--- src/menuPkg.sv ---
package menuPkg;

	//////////////////////////////////////////////////////////////////////////////
	// Widths
	//////////////////////////////////////////////////////////////////////////////

	// LCD and RAM character address
	localparam int addrWidth = 5;
	// Character code, column over row
	localparam int charWidth = 8;
	// Column or row index
	localparam int nibbleWidth = 4;
	// Menu screen selector
	localparam int itemWidth = 5;
	// RAM bank select
	localparam int selWidth = 2;

	typedef logic [addrWidth-1:0] lcdAddrT;
	typedef logic [charWidth-1:0] charT;
	typedef logic [nibbleWidth-1:0] nibbleT;
	typedef logic [itemWidth-1:0] menuItemT;
	typedef logic [selWidth-1:0] ramSelT;

	//////////////////////////////////////////////////////////////////////////////
	// Menu bank screens
	//////////////////////////////////////////////////////////////////////////////

	// Titles, shown on line 1
	localparam menuItemT mainTitle = 5'd0;
	localparam menuItemT titleAreYouSure = 5'd8;
	// Main menu ring, shown on line 2
	localparam menuItemT optDisplayLocal = 5'd3;
	localparam menuItemT optModifyLocal = 5'd4;
	localparam menuItemT optClearLocal = 5'd5;
	// Clear confirmation pair
	localparam menuItemT optYes = 5'd9;
	localparam menuItemT optNo = 5'd10;

	// Bank codes; bank 1 belonged to the remote side
	localparam ramSelT bankMenu = 2'd0;
	localparam ramSelT bankLocal = 2'd2;

	// LCD geometry, two lines of 16
	localparam int lineLen = 16;
	localparam int screenLen = 32;

	// Home character is letter A
	localparam nibbleT firstCharCol = 4'd4;
	localparam nibbleT firstCharRow = 4'd1;

	// Column wrap points
	// Columns 0-1 and 8-9 hold no printable glyphs
	localparam nibbleT colWrapLow = 4'd2;
	localparam nibbleT colWrapHigh = 4'd15;
	localparam nibbleT gapLow = 4'd7;
	localparam nibbleT gapHigh = 4'd10;

	//////////////////////////////////////////////////////////////////////////////
	// Sequencer states
	//////////////////////////////////////////////////////////////////////////////

	typedef enum logic [3:0] {
		refreshTitle,
		refreshOption,
		startCopy,
		waitCopy,
		waitSelection,
		showLocal,
		waitExit,
		editScreen,
		editPos,
		editChar,
		commitChar,
		clearConfirm,
		clearRam
	} seqStateT;

endpackage

--- src/lcdBusIf.sv ---
`timescale 1ns/100ps

interface lcdBusIf;
	import menuPkg::*;

	// Copy request pulse
	logic start;
	// LCD range, inclusive on both ends
	lcdAddrT firstAddr;
	lcdAddrT lastAddr;
	// Level, take charData instead of RAM output
	logic useChar;
	charT charData;
	// Pulse after the last write
	logic done;

	// Sequencer side
	modport requester (
		output start, firstAddr, lastAddr, useChar, charData,
		input done
	);

	// LCD writer side
	modport writer (
		input start, firstAddr, lastAddr, useChar, charData,
		output done
	);

endinterface

--- src/lcdWriter.sv ---
`timescale 1ns/100ps

module lcdWriter (
	input logic clk,
	input logic rstN,
	lcdBusIf.writer bus,
	input menuPkg::charT ramDout,
	output menuPkg::lcdAddrT ramAddr,
	output menuPkg::lcdAddrT lcdAddr,
	output menuPkg::charT lcdData,
	output logic lcdWrite
);
	import menuPkg::*;

	// Copy in progress
	logic busy;
	// Low for setup cycle, high for write cycle
	logic writePhase;
	logic doneQ;

	//////////////////////////////////////////////////////////////////////////////
	// Copy walk
	//////////////////////////////////////////////////////////////////////////////

	always_ff @(posedge clk)
	begin
		if (!rstN)
		begin
			busy <= 1'b0;
			writePhase <= 1'b0;
			doneQ <= 1'b0;
			ramAddr <= '0;
			lcdAddr <= '0;
		end
		else
		begin
			doneQ <= 1'b0;
			if (!busy)
			begin
				// New request, start from RAM address 0
				if (bus.start)
				begin
					busy <= 1'b1;
					writePhase <= 1'b0;
					ramAddr <= '0;
					lcdAddr <= bus.firstAddr;
				end
			end
			else if (!writePhase)
			begin
				// RAM data settles during setup
				writePhase <= 1'b1;
			end
			else
			begin
				writePhase <= 1'b0;
				// Last character just went out
				if (lcdAddr == bus.lastAddr)
				begin
					busy <= 1'b0;
					doneQ <= 1'b1;
				end
				else
				begin
					ramAddr <= ramAddr + 1'b1;
					lcdAddr <= lcdAddr + 1'b1;
				end
			end
		end
	end

	// Strobe on second half of each character
	assign lcdWrite = busy && writePhase;
	assign bus.done = doneQ;

	// Single character or RAM window
	assign lcdData = bus.useChar ? bus.charData : ramDout;

endmodule

--- src/charPicker.sv ---
`timescale 1ns/100ps

module charPicker (
	input logic clk,
	input logic rstN,
	input logic home,
	input logic posActive,
	input logic charActive,
	input logic rotaryEvent,
	input logic rotaryLeft,
	input logic colLeftBtn,
	input logic colRightBtn,
	input logic shown,
	output menuPkg::lcdAddrT charPos,
	output menuPkg::charT currentChar,
	output logic charDirty,
	output logic cursorLeft,
	output logic cursorRight
);
	import menuPkg::*;

	// Character table indices
	nibbleT charCol;
	nibbleT charRow;
	// Last character put on the LCD
	charT shownChar;

	assign currentChar = {charCol, charRow};
	// Redraw needed
	assign charDirty = shownChar != currentChar;

	always_ff @(posedge clk)
	begin
		if (!rstN || home)
		begin
			// Back to position 0 and letter A
			charPos <= '0;
			charCol <= firstCharCol;
			charRow <= firstCharRow;
			shownChar <= {firstCharCol, firstCharRow};
			cursorLeft <= 1'b0;
			cursorRight <= 1'b0;
		end
		else
		begin
			cursorLeft <= 1'b0;
			cursorRight <= 1'b0;

			// Position select, cursor follows the rotation
			if (posActive && rotaryEvent)
			begin
				if (rotaryLeft)
				begin
					charPos <= charPos + 1'b1;
					cursorRight <= 1'b1;
				end
				else
				begin
					charPos <= charPos - 1'b1;
					cursorLeft <= 1'b1;
				end
			end

			// Character select
			if (charActive)
			begin
				// Rotation walks the row
				if (rotaryEvent)
				begin
					if (rotaryLeft)
						charRow <= charRow + 1'b1;
					else
						charRow <= charRow - 1'b1;
				end
				else if (colLeftBtn)
				begin
					// Skip the empty columns going down
					case (charCol)
						colWrapLow: charCol <= colWrapHigh;
						gapHigh: charCol <= gapLow;
						default: charCol <= charCol - 1'b1;
					endcase
				end
				else if (colRightBtn)
				begin
					// And going up
					case (charCol)
						gapLow: charCol <= gapHigh;
						colWrapHigh: charCol <= colWrapLow;
						default: charCol <= charCol + 1'b1;
					endcase
				end
			end

			// Sequencer has drawn it
			if (shown)
				shownChar <= currentChar;
		end
	end

endmodule

--- src/menuSequencer.sv ---
`timescale 1ns/100ps

module menuSequencer (
	input logic clk,
	input logic rstN,
	input logic menuBtn,
	input logic rotaryBtn,
	input logic rotaryEvent,
	input logic rotaryLeft,
	input menuPkg::lcdAddrT charPos,
	input menuPkg::charT currentChar,
	input logic charDirty,
	lcdBusIf.requester bus,
	output logic home,
	output logic posActive,
	output logic charActive,
	output logic shown,
	output logic enableCursor,
	output menuPkg::menuItemT menuSelect,
	output menuPkg::ramSelT ramSel,
	output menuPkg::lcdAddrT ramWriteAddr,
	output menuPkg::charT ramDin,
	output logic ramWrite,
	output logic ramClear
);
	import menuPkg::*;

	seqStateT state;
	// Where to go once the copy is done
	seqStateT afterCopy;
	// Option shown on line 2
	menuItemT displayOption;
	// Writer still walking, possibly an aborted copy
	logic copyBusy;

	//////////////////////////////////////////////////////////////////////////////
	// Strobes and levels
	//////////////////////////////////////////////////////////////////////////////

	assign bus.start = state == startCopy;
	assign home = menuBtn;
	assign posActive = state == editPos;
	assign charActive = state == editChar;
	assign enableCursor = state == editPos;
	// Latches the drawn character in the picker
	assign shown = (state == editChar) && !rotaryBtn && charDirty;
	assign ramWrite = state == commitChar;
	assign ramClear = state == clearRam;

	always_ff @(posedge clk)
	begin
		if (!rstN)
			copyBusy <= 1'b0;
		else if (bus.start)
			copyBusy <= 1'b1;
		else if (bus.done)
			copyBusy <= 1'b0;
	end

	//////////////////////////////////////////////////////////////////////////////
	// Menu FSM
	//////////////////////////////////////////////////////////////////////////////

	always_ff @(posedge clk)
	begin
		if (!rstN || menuBtn)
		begin
			state <= refreshTitle;
			displayOption <= optDisplayLocal;
			// Copy operands stay put while an aborted copy drains
			if (!rstN)
			begin
				bus.useChar <= 1'b0;
				afterCopy <= refreshOption;
			end
		end
		else
		begin
			case (state)
				refreshTitle:
				begin
					if (!copyBusy)
					begin
						// Title on line 1
						ramSel <= bankMenu;
						bus.useChar <= 1'b0;
						bus.firstAddr <= '0;
						bus.lastAddr <= lcdAddrT'(lineLen - 1);
						if (displayOption == optYes || displayOption == optNo)
							menuSelect <= titleAreYouSure;
						else
							menuSelect <= mainTitle;
						afterCopy <= refreshOption;
						state <= startCopy;
					end
				end
				refreshOption:
				begin
					// Option on line 2
					menuSelect <= displayOption;
					bus.firstAddr <= lcdAddrT'(lineLen);
					bus.lastAddr <= lcdAddrT'(screenLen - 1);
					afterCopy <= waitSelection;
					state <= startCopy;
				end
				startCopy:
					state <= waitCopy;
				waitCopy:
				begin
					if (bus.done)
						state <= afterCopy;
				end
				waitSelection:
				begin
					if (rotaryBtn)
					begin
						case (displayOption)
							optDisplayLocal: state <= showLocal;
							optModifyLocal: state <= editScreen;
							optClearLocal: state <= clearConfirm;
							optYes:
							begin
								ramSel <= bankLocal;
								state <= clearRam;
							end
							default:
							begin
								// No, back without clearing
								displayOption <= optDisplayLocal;
								state <= refreshTitle;
							end
						endcase
					end
					else if (rotaryEvent)
					begin
						// Ring of three, or the Yes/No toggle
						case (displayOption)
							optDisplayLocal:
								displayOption <= rotaryLeft ? optModifyLocal : optClearLocal;
							optModifyLocal:
								displayOption <= rotaryLeft ? optClearLocal : optDisplayLocal;
							optClearLocal:
								displayOption <= rotaryLeft ? optDisplayLocal : optModifyLocal;
							optYes: displayOption <= optNo;
							optNo: displayOption <= optYes;
							default: displayOption <= optDisplayLocal;
						endcase
						state <= refreshTitle;
					end
				end
				showLocal, editScreen:
				begin
					// Whole local bank onto both lines
					ramSel <= bankLocal;
					bus.useChar <= 1'b0;
					bus.firstAddr <= '0;
					bus.lastAddr <= lcdAddrT'(screenLen - 1);
					afterCopy <= (state == showLocal) ? waitExit : editPos;
					state <= startCopy;
				end
				waitExit:
				begin
					if (rotaryBtn)
						state <= refreshTitle;
				end
				editPos:
				begin
					if (rotaryBtn)
						state <= editChar;
				end
				editChar:
				begin
					if (rotaryBtn)
					begin
						// Commit, address comes from here
						ramWriteAddr <= charPos;
						ramDin <= currentChar;
						bus.useChar <= 1'b1;
						state <= commitChar;
					end
					else if (charDirty)
					begin
						// Redraw one character at the cursor
						bus.useChar <= 1'b1;
						bus.charData <= currentChar;
						bus.firstAddr <= charPos;
						bus.lastAddr <= charPos;
						afterCopy <= editChar;
						state <= startCopy;
					end
				end
				commitChar:
					state <= editPos;
				clearConfirm:
				begin
					// Yes comes up first
					displayOption <= optYes;
					state <= refreshTitle;
				end
				clearRam:
				begin
					displayOption <= optDisplayLocal;
					state <= refreshTitle;
				end
				default:
					state <= refreshTitle;
			endcase
		end
	end

endmodule

--- src/lcdMenuTop.sv ---
`timescale 1ns/100ps

module lcdMenuTop (
	input logic clk,
	input logic rstN,
	input logic rotaryEvent,
	input logic rotaryLeft,
	input logic rotaryBtn,
	input logic colLeftBtn,
	input logic colRightBtn,
	input logic menuBtn,
	input menuPkg::charT ramDout,
	output menuPkg::lcdAddrT lcdAddr,
	output menuPkg::charT lcdData,
	output logic lcdWrite,
	output logic enableCursor,
	output logic cursorLeft,
	output logic cursorRight,
	output menuPkg::menuItemT menuSelect,
	output menuPkg::ramSelT ramSel,
	output menuPkg::lcdAddrT ramAddr,
	output menuPkg::charT ramDin,
	output logic ramWrite,
	output logic ramClear
);
	import menuPkg::*;

	// Sequencer to picker
	logic home;
	logic posActive;
	logic charActive;
	logic shown;
	// Picker to sequencer
	lcdAddrT charPos;
	charT currentChar;
	logic charDirty;
	// Two RAM address sources
	lcdAddrT writerRamAddr;
	lcdAddrT ramWriteAddr;

	lcdBusIf bus0 ();

	lcdWriter writer0 (
		.clk(clk),
		.rstN(rstN),
		.bus(bus0.writer),
		.ramDout(ramDout),
		.ramAddr(writerRamAddr),
		.lcdAddr(lcdAddr),
		.lcdData(lcdData),
		.lcdWrite(lcdWrite)
	);

	charPicker picker0 (
		.clk(clk),
		.rstN(rstN),
		.home(home),
		.posActive(posActive),
		.charActive(charActive),
		.rotaryEvent(rotaryEvent),
		.rotaryLeft(rotaryLeft),
		.colLeftBtn(colLeftBtn),
		.colRightBtn(colRightBtn),
		.shown(shown),
		.charPos(charPos),
		.currentChar(currentChar),
		.charDirty(charDirty),
		.cursorLeft(cursorLeft),
		.cursorRight(cursorRight)
	);

	menuSequencer seq0 (
		.clk(clk),
		.rstN(rstN),
		.menuBtn(menuBtn),
		.rotaryBtn(rotaryBtn),
		.rotaryEvent(rotaryEvent),
		.rotaryLeft(rotaryLeft),
		.charPos(charPos),
		.currentChar(currentChar),
		.charDirty(charDirty),
		.bus(bus0.requester),
		.home(home),
		.posActive(posActive),
		.charActive(charActive),
		.shown(shown),
		.enableCursor(enableCursor),
		.menuSelect(menuSelect),
		.ramSel(ramSel),
		.ramWriteAddr(ramWriteAddr),
		.ramDin(ramDin),
		.ramWrite(ramWrite),
		.ramClear(ramClear)
	);

	// Writer never reads RAM while useChar is up
	assign ramAddr = bus0.useChar ? ramWriteAddr : writerRamAddr;

endmodule

--- config.mk ---
export PLATFORM = sky130hd
export DESIGN_NAME = lcdMenuTop
export DESIGN_NICKNAME = d
export VERILOG_FILES = /design/src/menuPkg.sv /design/src/lcdBusIf.sv /design/src/lcdWriter.sv /design/src/charPicker.sv /design/src/menuSequencer.sv /design/src/lcdMenuTop.sv
export SDC_FILE = /design/constraint.sdc
export NUM_CORES = 1
export LEC_CHECK = 0
export ABC_AREA = 1
export BUFFER_PORTS_ARGS = -buffer_cell sky130_fd_sc_hd__buf_2
export CORE_ASPECT_RATIO = 1.1
export CORE_MARGIN = 5
export CORE_UTILIZATION = 60
export CTS_CLUSTER_DIAMETER = 30
export DETAILED_ROUTE_END_ITERATION = 12
export PLACE_DENSITY = 0.83
export SLEW_MARGIN = 20
export SYNTH_ARGS = -nofsm -noshare
export SYNTH_HDL_FRONTEND = slang
export SYNTH_SLANG_ARGS = --single-unit
--- constraint.sdc ---
create_clock -name clk -period 7.4 [get_ports clk]
set_input_delay 2.22 -clock clk [delete_from_list [all_inputs] [get_ports clk]]
set_output_delay 2.22 -clock clk [all_outputs]
set_load 0.02 [all_outputs]
# Yosys cells after proc, flatten, opt, wreduce, memory -nomap -nowiden
# Index checks and enable logic that the tools add are counted.
dict set report word_totals {
  inputBits 16
  reg_bits 89
  out_inout_bits 39
}
dict set report op_classes {
  n_bitwise 4
  reduce_logical 37
  add_sub_neg 8
  eq_ne 41
  mux 72
}
# cell n
set ops {}
lappend ops {{$mux 5} 18}
lappend ops {{$mux 4} 18}
lappend ops {{$pmux 4 s9} 1}
lappend ops {{$pmux 4 s4} 2}
lappend ops {{$pmux 5 s3} 2}
lappend ops {{$eq 4x4->1 const B} 7}
lappend ops {{$pmux 5 s5} 1}
lappend ops {{$eq 4x3->1 const B} 5}
lappend ops {{$pmux 5 s4} 1}
lappend ops {{$reduce_and 5->1} 4}
lappend ops {{$mux 1} 18}
lappend ops {{$ne 2x2->1 const B} 9}
lappend ops {{$reduce_and 3->1} 6}
lappend ops {{$pmux 4 s2} 2}
lappend ops {{$add 5x1->5 const B} 3}
lappend ops {{$eq 4x2->1 const B} 3}
lappend ops {{$eq 5x3->1 const B} 2}
lappend ops {{$eq 5x4->1 const B} 2}
lappend ops {{$pmux 5 s2} 1}
lappend ops {{$ne 3x3->1 const B} 3}
lappend ops {{$reduce_bool 3->1} 3}
lappend ops {{$add 4x1->4 const B} 2}
lappend ops {{$mux 8} 1}
lappend ops {{$ne 8x8->1} 1}
lappend ops {{27 further kinds} 47}

# Depth between registers and ports, before layout
# Gate-level depths: netlist of the first run.
dict set report logic_depth {
  ltp_word 5
  depth_mapped 11
}

# Modules after synthesis
# A second synthesis of the first run with hierarchy kept.
dict set report unflattened {
  cells_unflattened 571
  hier_area_um2 4619.4
}
# module area_each_um2 n_inst cells_each
set modules_own_cells {}
lappend modules_own_cells {menuSequencer 2373.5 1 258}
lappend modules_own_cells {charPicker 1322.5 1 180}
lappend modules_own_cells {lcdWriter 863.3 1 117}
lappend modules_own_cells {lcdMenuTop 60.1 1 16}

# Worst setup path before layout of the first run
# Ideal clock, no wire load.
dict set report synth_path {
  kind {input-to-output}
  from {input port ramDout[0]}
  to {output port lcdData[0]}
  n_path_buf 0
  setup_slack_ns 2.658
  required_time_ns 5.180
  arrival_ns 2.522
  cell_stages 1
  cell_sequence {mux2_2}
}
dict set report synth_via {
  elab_chain_cells 1
}
# element line
set synth_lines {}
lappend synth_lines {{start: declaration} lcdMenuTop.sv:12} ;# input menuPkg::charT ramDout,
lappend synth_lines {{$mux 8} lcdWriter.sv:77} ;# assign lcdData = bus.useChar ? bus.charData : ramDout;
lappend synth_lines {{end: declaration} lcdMenuTop.sv:14} ;# output menuPkg::charT lcdData,
# Every way passes these cells.

# Worst setup path in the final report of the first run
dict set report layout_path {
  from {input port ramDout[3]}
  to {output port lcdData[3]}
}
# Same word-level chain as after synthesis.

==> flow_summary.yaml, run 1 <==
power:
  power_density_nw_per_um2: 195
  finalPower_mw: 0.987
  power.ir.vdd_worst_v: 0.000110
  power.static_leakage_nw: 2.09
setup_path:
  critPathLaunchType: "input port"
  reg2regPathDepth: 6
  end_kind: "output pin"
  worstPathCellList: "buf_2, mux2_2, buf_2"
  cell_mode_on_critical_path: "sky130_fd_sc_hd__buf_2"
  cp_data_arrival_time_ps: 2740
  worst-setup-path-type: "in2out"
  critPathTopFamily: "buffers and inverters"
  required_worst_endpoint_ps: 5180
  crit_path_max_fanout: 1
  timing.critical_path.depth: 3
  cpPeakStageDelay_ps: 260
  cp_slowest_cell: "sky130_fd_sc_hd__mux2_2"
  cp_num_buf_inv: 2
placement:
  io_buffer_count: 52
  gp_congestion: 0.948
  detailedPlacementHpwl_um: 7490
clocking:
  clock_tree_from_tritoncts: "built"
  clock_insertion_delay_worst_skew_ps: 350
  root_buffer: "sky130_fd_sc_hd__clkbuf_8"
  numCtsBuffers: 9
  clk_transition_reported_paths_ps: 90
  clock-sinks: 86
  cts_setup_buffers: 0
  post_cts_resized: 0
  postCtsHoldBufs: 0
  ctsLongestPathBuffers: 2
  htree_levels: 3
floorplanning:
  fp.dieH_um: 102
  dieWidth_um: 93.3
  placement_rows: 33
  core_area_sq_um: 7430
  initial_core_util_pct: 61.6
  ios: 55
  die_outline_area_sq_um: 9470
drt:
  drc: 0
  avgRoutedWirePerCell_um: 14.9
  final_ant_viol_nets: 0
  drt_first_pass_iters: 5
  wirelength_um: 10200
  vias_per_cell: 5.57
  drt_first_iter_violations: 286
  route.vias.total: 3829
synthesis:
  synth.avg_cell_area_sq_um: 8.41
  synth-warning-count: 0
  synth.yosys.seq_area_share_pct: 46.6
  synth_cells: 544
  synthDominantAreaCellType: "sky130_fd_sc_hd__edfxtp_1"
  synth.area.top_cells: "sky130_fd_sc_hd__edfxtp_1, sky130_fd_sc_hd__dfxtp_1, sky130_fd_sc_hd__nand2_1, sky130_fd_sc_hd__nand3_1, sky130_fd_sc_hd__a21oi_1"
  synth.ff_latch_count: 86
  mappedNetlistArea_sq_um: 4580
  synth_cell_type_count: 41
  synth_top_area_share_pct: 26.9
grt:
  antenna_violations_before_repair: 0
  maximum_number_of_pins_on_one_net_before_global_route_repair: 20
  global_route_wire_length_before_repair_um: 17000
  grt_overflow: 0
  first_global_vias: 3596
  grt.total_usage_pct: 22.5
cells_and_area:
  syn_to_final_growth_pct: 10.4
  layout.nets: 624
  post_route_cells_drive_above_1_share_pct: 20.5
  antenna-diode-count: 0
timing:
  max_freq_ghz: 0.202
  worst-slew-pin-transition_ps: 756
  timing.final.crit_period_ps: 4960
  finalHoldViolations: 0
  fin_tns_setup_ps: 0
  max-slew-margin-rel_pct: 49.4
  fin_max_slew_vios: 0
  finalCritPeriodShare_pct: 67.0
  rsz_0062_raised_after_global_routing: "false"
  setup-violations-final: 0
  fin_skew_ps: 12.9
min_path:
  timing.hold.worst_path_depth: 2
  min-delay-path-class: "reg2reg"
run_status:
  status: "complete, no violations"
run:
  max-cap-violations: 0
[through the flow]
| stage | setup slack [ps] | hold WS (ps) | instance area, sq um | utilization, % | std cells |
|---|---|---|---|---|---|
| 2_1_floorplan | 2660 | 434 | 4580 | - | 545 |
| 3_3_place_gp | 2470 | 455 | 4880 | 65.7 | 672 |
| 3_5_place_dp | 2440 | 462 | 4880 | 65.7 | 672 |
| 4_1_cts | 2440 | 476 | 5050 | 67.9 | 688 |
| 5_1_grt | 2430 | 501 | 5050 | 68.0 | 688 |
| 6_report | 2440 | 478 | 5050 | 68.0 | 688 |
[power by group]
group          leakage (nW)  internal [mW]  switching (mW)  total (mW)
Sequential            0.713          0.514          0.0211       0.535
Clock                0.0736          0.122           0.167       0.289
Combinational          1.31         0.0553           0.107       0.163
[worst paths after layout]
path | startpoint | endpoint | slack (ps)
worst max-delay path | ramDout[3] | lcdData[3] | 2440
worst min-delay path | seq0.copyBusy | seq0.copyBusy | 480
worst max register to register | seq0.state[3] | seq0.bus.charData[6] | 5100
worst min register to register | seq0.copyBusy | seq0.copyBusy | 480
[synth_stat cells, drive strengths merged]
cell,number
fa,2
o21ai,20
inv,56
mux2i,1
mux2,12
nand4,3
nor2,76
dfxtp,45
nand3,54
or2,1
o21bai,1
ha,10
nand2,131
nor3,8
a211oi,2
conb,1
clkbuf,3
edfxtp,41
a221oi,1
o31ai,1
buf,9
nand3b,2
nor4,1
a21oi,45
a21boi,1
o211ai,1
xor2,5
o311ai,1
xnor2,10
[cells in the final DEF, fill, tap and decap left out, drive strengths merged]
master and instances:
a211oi 2, a21boi 1, a21oi 45, a221oi 1
buf 52, clkbuf 11, clkinv 1, clkinvlp 3
conb 2, dfxtp 45, edfxtp 41, fa 2
ha 10, inv 57, mux2 12, mux2i 1
nand2 131, nand3 54, nand3b 2, nand4 3
nor2 76, nor3 8, nor4 1, o211ai 1
o21ai 20, o21bai 1, o311ai 1, o31ai 1
or2 1, xnor2 10, xor2 5
[per-layer routing]
| layer | up-vias | part of all wire, % | track usage, % |
|---|---|---|---|
| li1 | 1904 | - | - |
| met1 | 1764 | 42 | 28.5 |
| met2 | 138 | 50 | 38.4 |
| met3 | 23 | 6.0 | 3.86 |
| met4 | 0 | 1.7 | 8.79 |
| met5 | - | 0 | 0 |
[flip-flops by register name (all words and copies together), names as in the netlist, 5 cells and up]
register and flops:
picker0.shownChar 8, seq0.bus.charData 8, seq0.bus.lastAddr 5, picker0.charPos 5
writer0.ramAddr 5, seq0.bus.firstAddr 5, seq0.ramDin 8, seq0.ramWriteAddr 5
writer0.lcdAddr 5
[cell type report]
cell class,instances,area (sq um)
multi-input combinational,391,2170
clock buffer,11,131
timing repair buffer,52,260
sequential,86,2130
clock inverter,5,35.0
tap,87,109
fill,606,2380
inverter,56,210
[worst min-delay path, delay by kind of cell (launching register included)]
family,cells,cell delay (ps)
flip-flops,1,320
AND/OR/NAND/NOR,1,60
AO/OA/AOI/OAI,1,50
[kinds of logic (layout without fill, tap and decap cells)]
family	after synthesis	after routing	share of synthesized area, %
buffers and inverters	68	124	6.04
multiplexers	13	13	3.17
flip-flops	86	86	46.6
AO/OA/AOI/OAI	73	73	8.56
adder cells (fa/ha/maj)	12	12	3.61
other	1	2	0.0820
AND/OR/NAND/NOR	276	276	29.1
XOR/XNOR	15	15	2.87
No activity file was read; power rests on OpenSTA's default activity.
==> inputs of run 2 (changes only) <==
ABC_AREA = 0   (was 1)
CORE_UTILIZATION = 59   (was 60)
PLACE_DENSITY = 0.82   (was 0.83)
clock period = 4.8 ns   (was 7.4 ns; I/O delays follow)
==> run 2 against run 1 <==
  * Via count down 6.8%
  * Sequential power rose by 50%
  * Highest routed layer unchanged
  * Critical endpoint is now ramWrite
  * Die area up 3.2%
  * Clock power rose by 78%
  * Area after synthesis up 1.9%
==> flow_summary.yaml, run 2 <==
run_status:
  status: "complete, no violations"
clocking:
  clock_insertion_delay_worst_skew_ps: 360
  root_buffer: "sky130_fd_sc_hd__clkbuf_8"
  postCtsHoldBufs: 0
  numCtsBuffers: 9
  ctsLongestPathBuffers: 2
  post_cts_resized: 0
  clock-sinks: 86
  cts_setup_buffers: 0
  clk_transition_reported_paths_ps: 90
  htree_levels: 3
  clock_tree_from_tritoncts: "built"
grt:
  grt_overflow: 0
  maximum_number_of_pins_on_one_net_before_global_route_repair: 28
  first_global_vias: 3411
  grt.total_usage_pct: 21.8
  antenna_violations_before_repair: 0
  global_route_wire_length_before_repair_um: 16500
power:
  netSwitchingPower_mw: 0.374
  p_seq_share_pct: 55.1
  cell_internal_pwr_mw: 1.08
  p_clk_share_pct: 35.4
  combPwrFrac_pct: 9.5
  power.ir.vdd_worst_v: 0.000177
  power_density_nw_per_um2: 283
  power.static_leakage_nw: 2.01
  p_sw_share_pct: 25.8
synthesis:
  synth.area.top_cells: "sky130_fd_sc_hd__edfxtp_1, sky130_fd_sc_hd__dfxtp_1, sky130_fd_sc_hd__xnor2_1, sky130_fd_sc_hd__mux2i_1, sky130_fd_sc_hd__mux2_2"
  dominantRegCellSynth: "sky130_fd_sc_hd__dfxtp_1"
  mappedNetlistArea_sq_um: 4660
  synth.avg_cell_area_sq_um: 10.1
  synth_top_area_share_pct: 26.4
  ys_async_sr_fraction_pct: 0
  synth.yosys.seq_area_share_pct: 45.7
  synth.ff_latch_count: 86
  synth-edff-count: 41
  synth.cells.most_frequent: "sky130_fd_sc_hd__dfxtp_1, sky130_fd_sc_hd__edfxtp_1, sky130_fd_sc_hd__nor2_1, sky130_fd_sc_hd__nand2_1, sky130_fd_sc_hd__a21oi_1"
  synthDominantAreaCellType: "sky130_fd_sc_hd__edfxtp_1"
  synth_cells: 462
  synthMostInstantiatedCell: "sky130_fd_sc_hd__dfxtp_1"
  synth_cell_type_count: 70
  synth-warning-count: 0
setup_path:
  cp_slowest_cell: "sky130_fd_sc_hd__dfxtp_1"
  r2r-start: "seq0.state[2]"
  worst-setup-path-type: "reg2out"
  end_kind: "output pin"
  cp_num_buf_inv: 1
  minimum_setup_slack_among_reg_to_reg_paths_ps: 2300
  critPathLaunchType: "register"
  cpPeakStageDelay_ps: 910
  worstPathCellList: "nand2b_1, nor3_1, buf_2"
  required_worst_endpoint_ps: 3360
  critPathTopFamily: "flip-flops"
  reg2regPathDepth: 5
  crit_path_max_fanout: 27
  cp_data_arrival_time_ps: 2050
  worst_r2r_endpoint: "seq0.afterCopy[1]"
floorplanning:
  placement_rows: 34
  die_outline_area_sq_um: 9780
  ios: 55
  dieWidth_um: 94.7
  fp.dieH_um: 103
  initial_core_util_pct: 59.5
  core_area_sq_um: 7830
cells_and_area:
  syn_to_final_growth_pct: 10.1
  post_route_cells_drive_above_1_share_pct: 20.6
  layout.nets: 527
  number_of_fillers_in_the_final_layout: 641
  leading_registers_by_flop_count: "picker0.shownChar x8, seq0.bus.charData x8, seq0.ramDin x8"
  final_cell_count_no_fill: 612
  most-common-layout-cells: "sky130_fd_sc_hd__buf_2, sky130_fd_sc_hd__dfxtp_1, sky130_fd_sc_hd__edfxtp_1"
  most_common_library_cell_in_the_layout_ignoring_fill_and_taps: "sky130_fd_sc_hd__buf_2"
  antenna-diode-count: 0
run:
  max-cap-violations: 0
drt:
  avgRoutedWirePerCell_um: 16.4
  final_ant_viol_nets: 0
  drc: 0
  drt_first_pass_iters: 4
  drt_first_iter_violations: 204
  wirelength_um: 10000
  route.vias.total: 3570
  vias_per_cell: 5.83
placement:
  detailedPlacementHpwl_um: 7080
  placed_instances: 596
  io_buffer_count: 52
  gp_congestion: 0.865
min_path:
  hold_start: "picker0.shownChar[6]"
  timing.hold.worst_path_depth: 2
  min_to: "picker0.shownChar[6]"
  min-delay-path-class: "reg2reg"
timing:
  max_freq_ghz: 0.286
  fin_max_slew_vios: 0
  setup-violations-final: 0
  finalHoldViolations: 0
  max-slew-margin-rel_pct: 41.0
  fin_tns_setup_ps: 0
  finalCritPeriodShare_pct: 72.7
  timing.final.crit_period_ps: 3490
  fin_skew_ps: 10.4
  worst-slew-pin-transition_ps: 883
  rsz_0062_raised_after_global_routing: "false"
==> run 2: cell count changes after synthesis, moves of 8 or more <==
cell	delta
sky130_fd_sc_hd__nor2_4	-9
sky130_fd_sc_hd__and2_1	+11
sky130_fd_sc_hd__nand2_1	-85
sky130_fd_sc_hd__clkbuf_1	+10
sky130_fd_sc_hd__nand2b_1	+11
sky130_fd_sc_hd__nor2_1	-18
sky130_fd_sc_hd__nand3_1	-45
sky130_fd_sc_hd__inv_2	-9
sky130_fd_sc_hd__nor2_2	-8
sky130_fd_sc_hd__inv_1	-36
sky130_fd_sc_hd__a21oi_1	-16
sky130_fd_sc_hd__nor3_1	+8
sky130_fd_sc_hd__xnor2_1	+10
sky130_fd_sc_hd__mux2i_1	+16
==> run 2: stage by stage <==
| step | instance area (sq um) | hold slack [ps] | utilization, % | power [mW] | setup WS [ps] |
|---|---|---|---|---|---|
| finish | 5130 | 516 | 65.5 | 1.45 | 1310 |
| global route | 5130 | 563 | 65.5 | 1.50 | 1190 |
| CTS | 5130 | 521 | 65.5 | 1.45 | 1330 |
| detailed placement | 4930 | 498 | 63.0 | 0.953 | 1410 |
| global placement | 4930 | 483 | 63.0 | 0.948 | 1420 |
| floorplan | 4660 | 420 | - | 0.916 | 1520 |
==> run 2: worst max-delay path by stage <==
stage | start | endpoint | slack, ps | depth (start not counted)
3_5_place_dp | ramDout[1] | lcdData[1] | 1410 | 3
4_1_cts | seq0.state[2] | ramWrite | 1330 | 3
5_1_grt | seq0.state[2] | ramWrite | 1190 | 3
3_3_place_gp | ramDout[0] | lcdData[0] | 1420 | 3
6_report | seq0.state[2] | ramWrite | 1310 | 3
2_1_floorplan | rotaryLeft | picker0.charPos[4] | 1520 | 8
==> run 2: final cells by class <==
cell class / instances / area (sq um) / area share (%)
clock inverters: 6 / 68.8 / 1.34
flip-flops and latches: 86 / 2130 / 41.6
repair buffers: 56 / 290 / 5.66
inverters: 12 / 45.0 / 0.878
clock buffers: 10 / 128 / 2.49
well taps: 108 / 135 / 2.63
multi-input cells: 334 / 2330 / 45.4
==> run 2: logic make-up (layout without fill, tap and decap cells) <==
| family | Yosys count | after routing | synth area share (%) |
|---|---|---|---|
| flops | 86 | 86 | 45.7 |
| simple gates | 162 | 162 | 18.9 |
| mux | 32 | 32 | 7.28 |
| other cells | 1 | 2 | 0.0805 |
| buf+inv | 43 | 84 | 4.32 |
| fa+ha+maj | 12 | 12 | 3.54 |
| xor+xnor | 27 | 27 | 5.07 |
| compound gates | 99 | 99 | 15.0 |
==> run 2: worst min-delay path: cells and delay by family (launching register included) <==
kind | cells | cell delay (ps)
simple gates | 1 | 60
mux | 1 | 80
flops | 1 | 350
==> run 2: power groups by stage <==
stage          Combinational (mW)  Clock [mW]  Sequential, mW
6_report                    0.138       0.514           0.800
5_1_grt                     0.151       0.548           0.802
4_1_cts                     0.137       0.517           0.800
3_5_place_dp                0.136           0           0.816
3_3_place_gp                0.133           0           0.816
2_1_floorplan               0.107           0           0.810
==> run 2: layer usage <==
layer	vias to the layer above	wire [um]	global-route usage (%)
met5	-	0	0
met1	1703	4360	28.9
met2	115	4930	35.2
li1	1738	-	-
met4	0	154	8.88
met3	14	592	4.27
==> inputs of run 3 (changes only) <==
ABC_AREA = 1   (was 0)
CORE_UTILIZATION = 53   (was 59)
PLACE_DENSITY = 0.78   (was 0.82)
clock period = 2.8 ns   (was 4.8 ns; I/O delays follow)
==> run 3 against run 2 <==
  * Combinational power rose to 3.1 times the previous value
  * Sequential share of layout area rose by 0.16 points
  * Core utilization fell by 4.8 points
  * Critical path depth rose by 2
  * First-iteration DRC count rose by 11%
  * Final area fell by 0.39%
  * Register-to-register slack got worse by 1600 ps
  * Global-route usage fell by 1.8 points
  * Non-clock buffer count did not move
  * Via count rose by 7.3%
  * Critical endpoint is now enableCursor
  * Highest routed layer unchanged
==> flow_summary.yaml, run 3 (same netlist as run 1, synthesis figures left out) <==
power:
  power.ir.vdd_worst_v: 0.000213
  p_sw_share_pct: 29.9
  power_density_nw_per_um2: 511
  cell_internal_pwr_mw: 1.83
  p_seq_share_pct: 54.1
  combPwrFrac_pct: 16.6
  netSwitchingPower_mw: 0.782
  p_clk_share_pct: 29.4
  power.static_leakage_nw: 2.12
  finalPower_mw: 2.61
setup_path:
  critPathLaunchType: "register"
  required_worst_endpoint_ps: 1960
  cp_data_arrival_time_ps: 1700
  worst-setup-path-type: "reg2out"
  reg2regPathDepth: 6
  crit_path_max_fanout: 8
  end_kind: "output pin"
clocking:
  post_cts_resized: 0
  ctsLongestPathBuffers: 2
  clock_insertion_delay_worst_skew_ps: 350
  postCtsHoldBufs: 0
  clock-sinks: 86
  numCtsBuffers: 9
  root_buffer: "sky130_fd_sc_hd__clkbuf_8"
  clk_transition_reported_paths_ps: 80
  clock_tree_from_tritoncts: "built"
  htree_levels: 3
  cts_setup_buffers: 0
min_path:
  min-delay-path-class: "reg2reg"
  timing.hold.worst_path_depth: 2
drt:
  route.vias.total: 3832
  drt_first_pass_iters: 5
  drt_first_iter_violations: 226
  drc: 0
  highest_layer: "met4"
  met2_wirelength_um: 5010
  avgRoutedWirePerCell_um: 14.3
  detailroute.wirelength.met3_um: 605
  vias_per_cell: 5.35
  wl_met1_um: 4390
  wirelength_um: 10200
  final_ant_viol_nets: 0
cells_and_area:
  post-route-cell-area_sq_um: 5110
  leading_registers_by_flop_count: "picker0.shownChar x8, seq0.bus.charData x8, seq0.ramDin x8"
  number_of_fillers_in_the_final_layout: 756
  antenna-diode-count: 0
  post_route_cells_drive_above_1_share_pct: 20.8
  finalCoreUtilization_pct: 60.8
  syn_to_final_growth_pct: 11.7
  most_common_library_cell_in_the_layout_ignoring_fill_and_taps: "sky130_fd_sc_hd__nand2_1"
  final_cell_count_no_fill: 716
  layout.nets: 628
  most-common-layout-cells: "sky130_fd_sc_hd__nand2_1, sky130_fd_sc_hd__nor2_1, sky130_fd_sc_hd__buf_2"
timing:
  fin_tns_setup_ps: 0
  max_freq_ghz: 0.394
  finalCritPeriodShare_pct: 90.7
  timing.final.crit_period_ps: 2540
  fin_skew_ps: 6.24
  worst-slew-pin-transition_ps: 572
  fin_max_slew_vios: 0
  rsz_0062_raised_after_global_routing: "false"
  max-slew-margin-rel_pct: 61.9
  setup-violations-final: 0
  finalHoldViolations: 0
placement:
  detailedPlacementHpwl_um: 7790
  placed_instances: 700
  gp_congestion: 0.929
  io_buffer_count: 52
  postPlaceCellArea_sq_um: 4940
grt:
  grt.total_usage_pct: 20.0
  grt_overflow: 0
  first_global_vias: 3717
  antenna_violations_before_repair: 0
  global_route_wire_length_before_repair_um: 17200
  maximum_number_of_pins_on_one_net_before_global_route_repair: 19
floorplanning:
  ios: 55
  placement_rows: 35
  dieWidth_um: 98.6
  core_area_sq_um: 8410
  die_outline_area_sq_um: 10600
  fp.dieH_um: 107
  initial_core_util_pct: 54.4
run:
  max-cap-violations: 0
run_status:
  status: "complete, no violations"
run 3: cell types whose count changed in the layout (fill, tap and decap cells not counted), moves of 11 or more:
cell	change
sky130_fd_sc_hd__nor2_1	+18
sky130_fd_sc_hd__nand3_1	+45
sky130_fd_sc_hd__nand2_1	+85
sky130_fd_sc_hd__nand2b_1	-11
sky130_fd_sc_hd__and2_1	-11
sky130_fd_sc_hd__inv_1	+36
sky130_fd_sc_hd__mux2i_1	-16
sky130_fd_sc_hd__a21oi_1	+16
run 3: per-stage QoR:
step	hold slack (ps)	worst slack (ps)
after floorplan	434	292
after global placement	460	504
after detailed placement	468	388
after CTS	481	255
after global routing	507	167
final	478	262
run 3: power by group through the flow:
stage	Sequential (mW)	Combinational [mW]	Clock, mW
CTS	1.41	0.431	0.790
detailed placement	1.44	0.430	0
floorplan	1.43	0.327	0
global placement	1.44	0.420	0
finish	1.41	0.433	0.767
global route	1.42	0.481	0.847
run 3: critical path, stage by stage (launching register included):
cell                      delay [ps]
sky130_fd_sc_hd__dfxtp_1         600
sky130_fd_sc_hd__inv_2           150
sky130_fd_sc_hd__nor2_4          140
sky130_fd_sc_hd__nand2_1         150
sky130_fd_sc_hd__inv_1           130
sky130_fd_sc_hd__buf_2           170
run 3: final timing paths:
| check | startpoint | end | slack (ps) |
|---|---|---|---|
| max | seq0.state[3] | enableCursor | 260 |
| min | picker0.shownChar[1] | picker0.shownChar[1] | 480 |
| max reg2reg | seq0.state[3] | seq0.bus.lastAddr[1] | 720 |
| min reg2reg | picker0.shownChar[1] | picker0.shownChar[1] | 480 |
run 3: layer usage:
layer	vias up	GRT usage, %
li1	1911	-
met4	0	7.41
met3	19	4.73
met5	-	0
met2	126	34.2
met1	1776	24.6
run 3: cell type report:
cell class,instances,area (sq um),area share (%)
Clock inverter,5,36.3,0.710
Sequential cell,86,2130,41.7
Timing Repair Buffer,56,290,5.68
Multi-Input combinational cell,391,2170,42.5
Clock buffer,11,131,2.57
Tap cell,111,139,2.72
Inverter,56,210,4.11
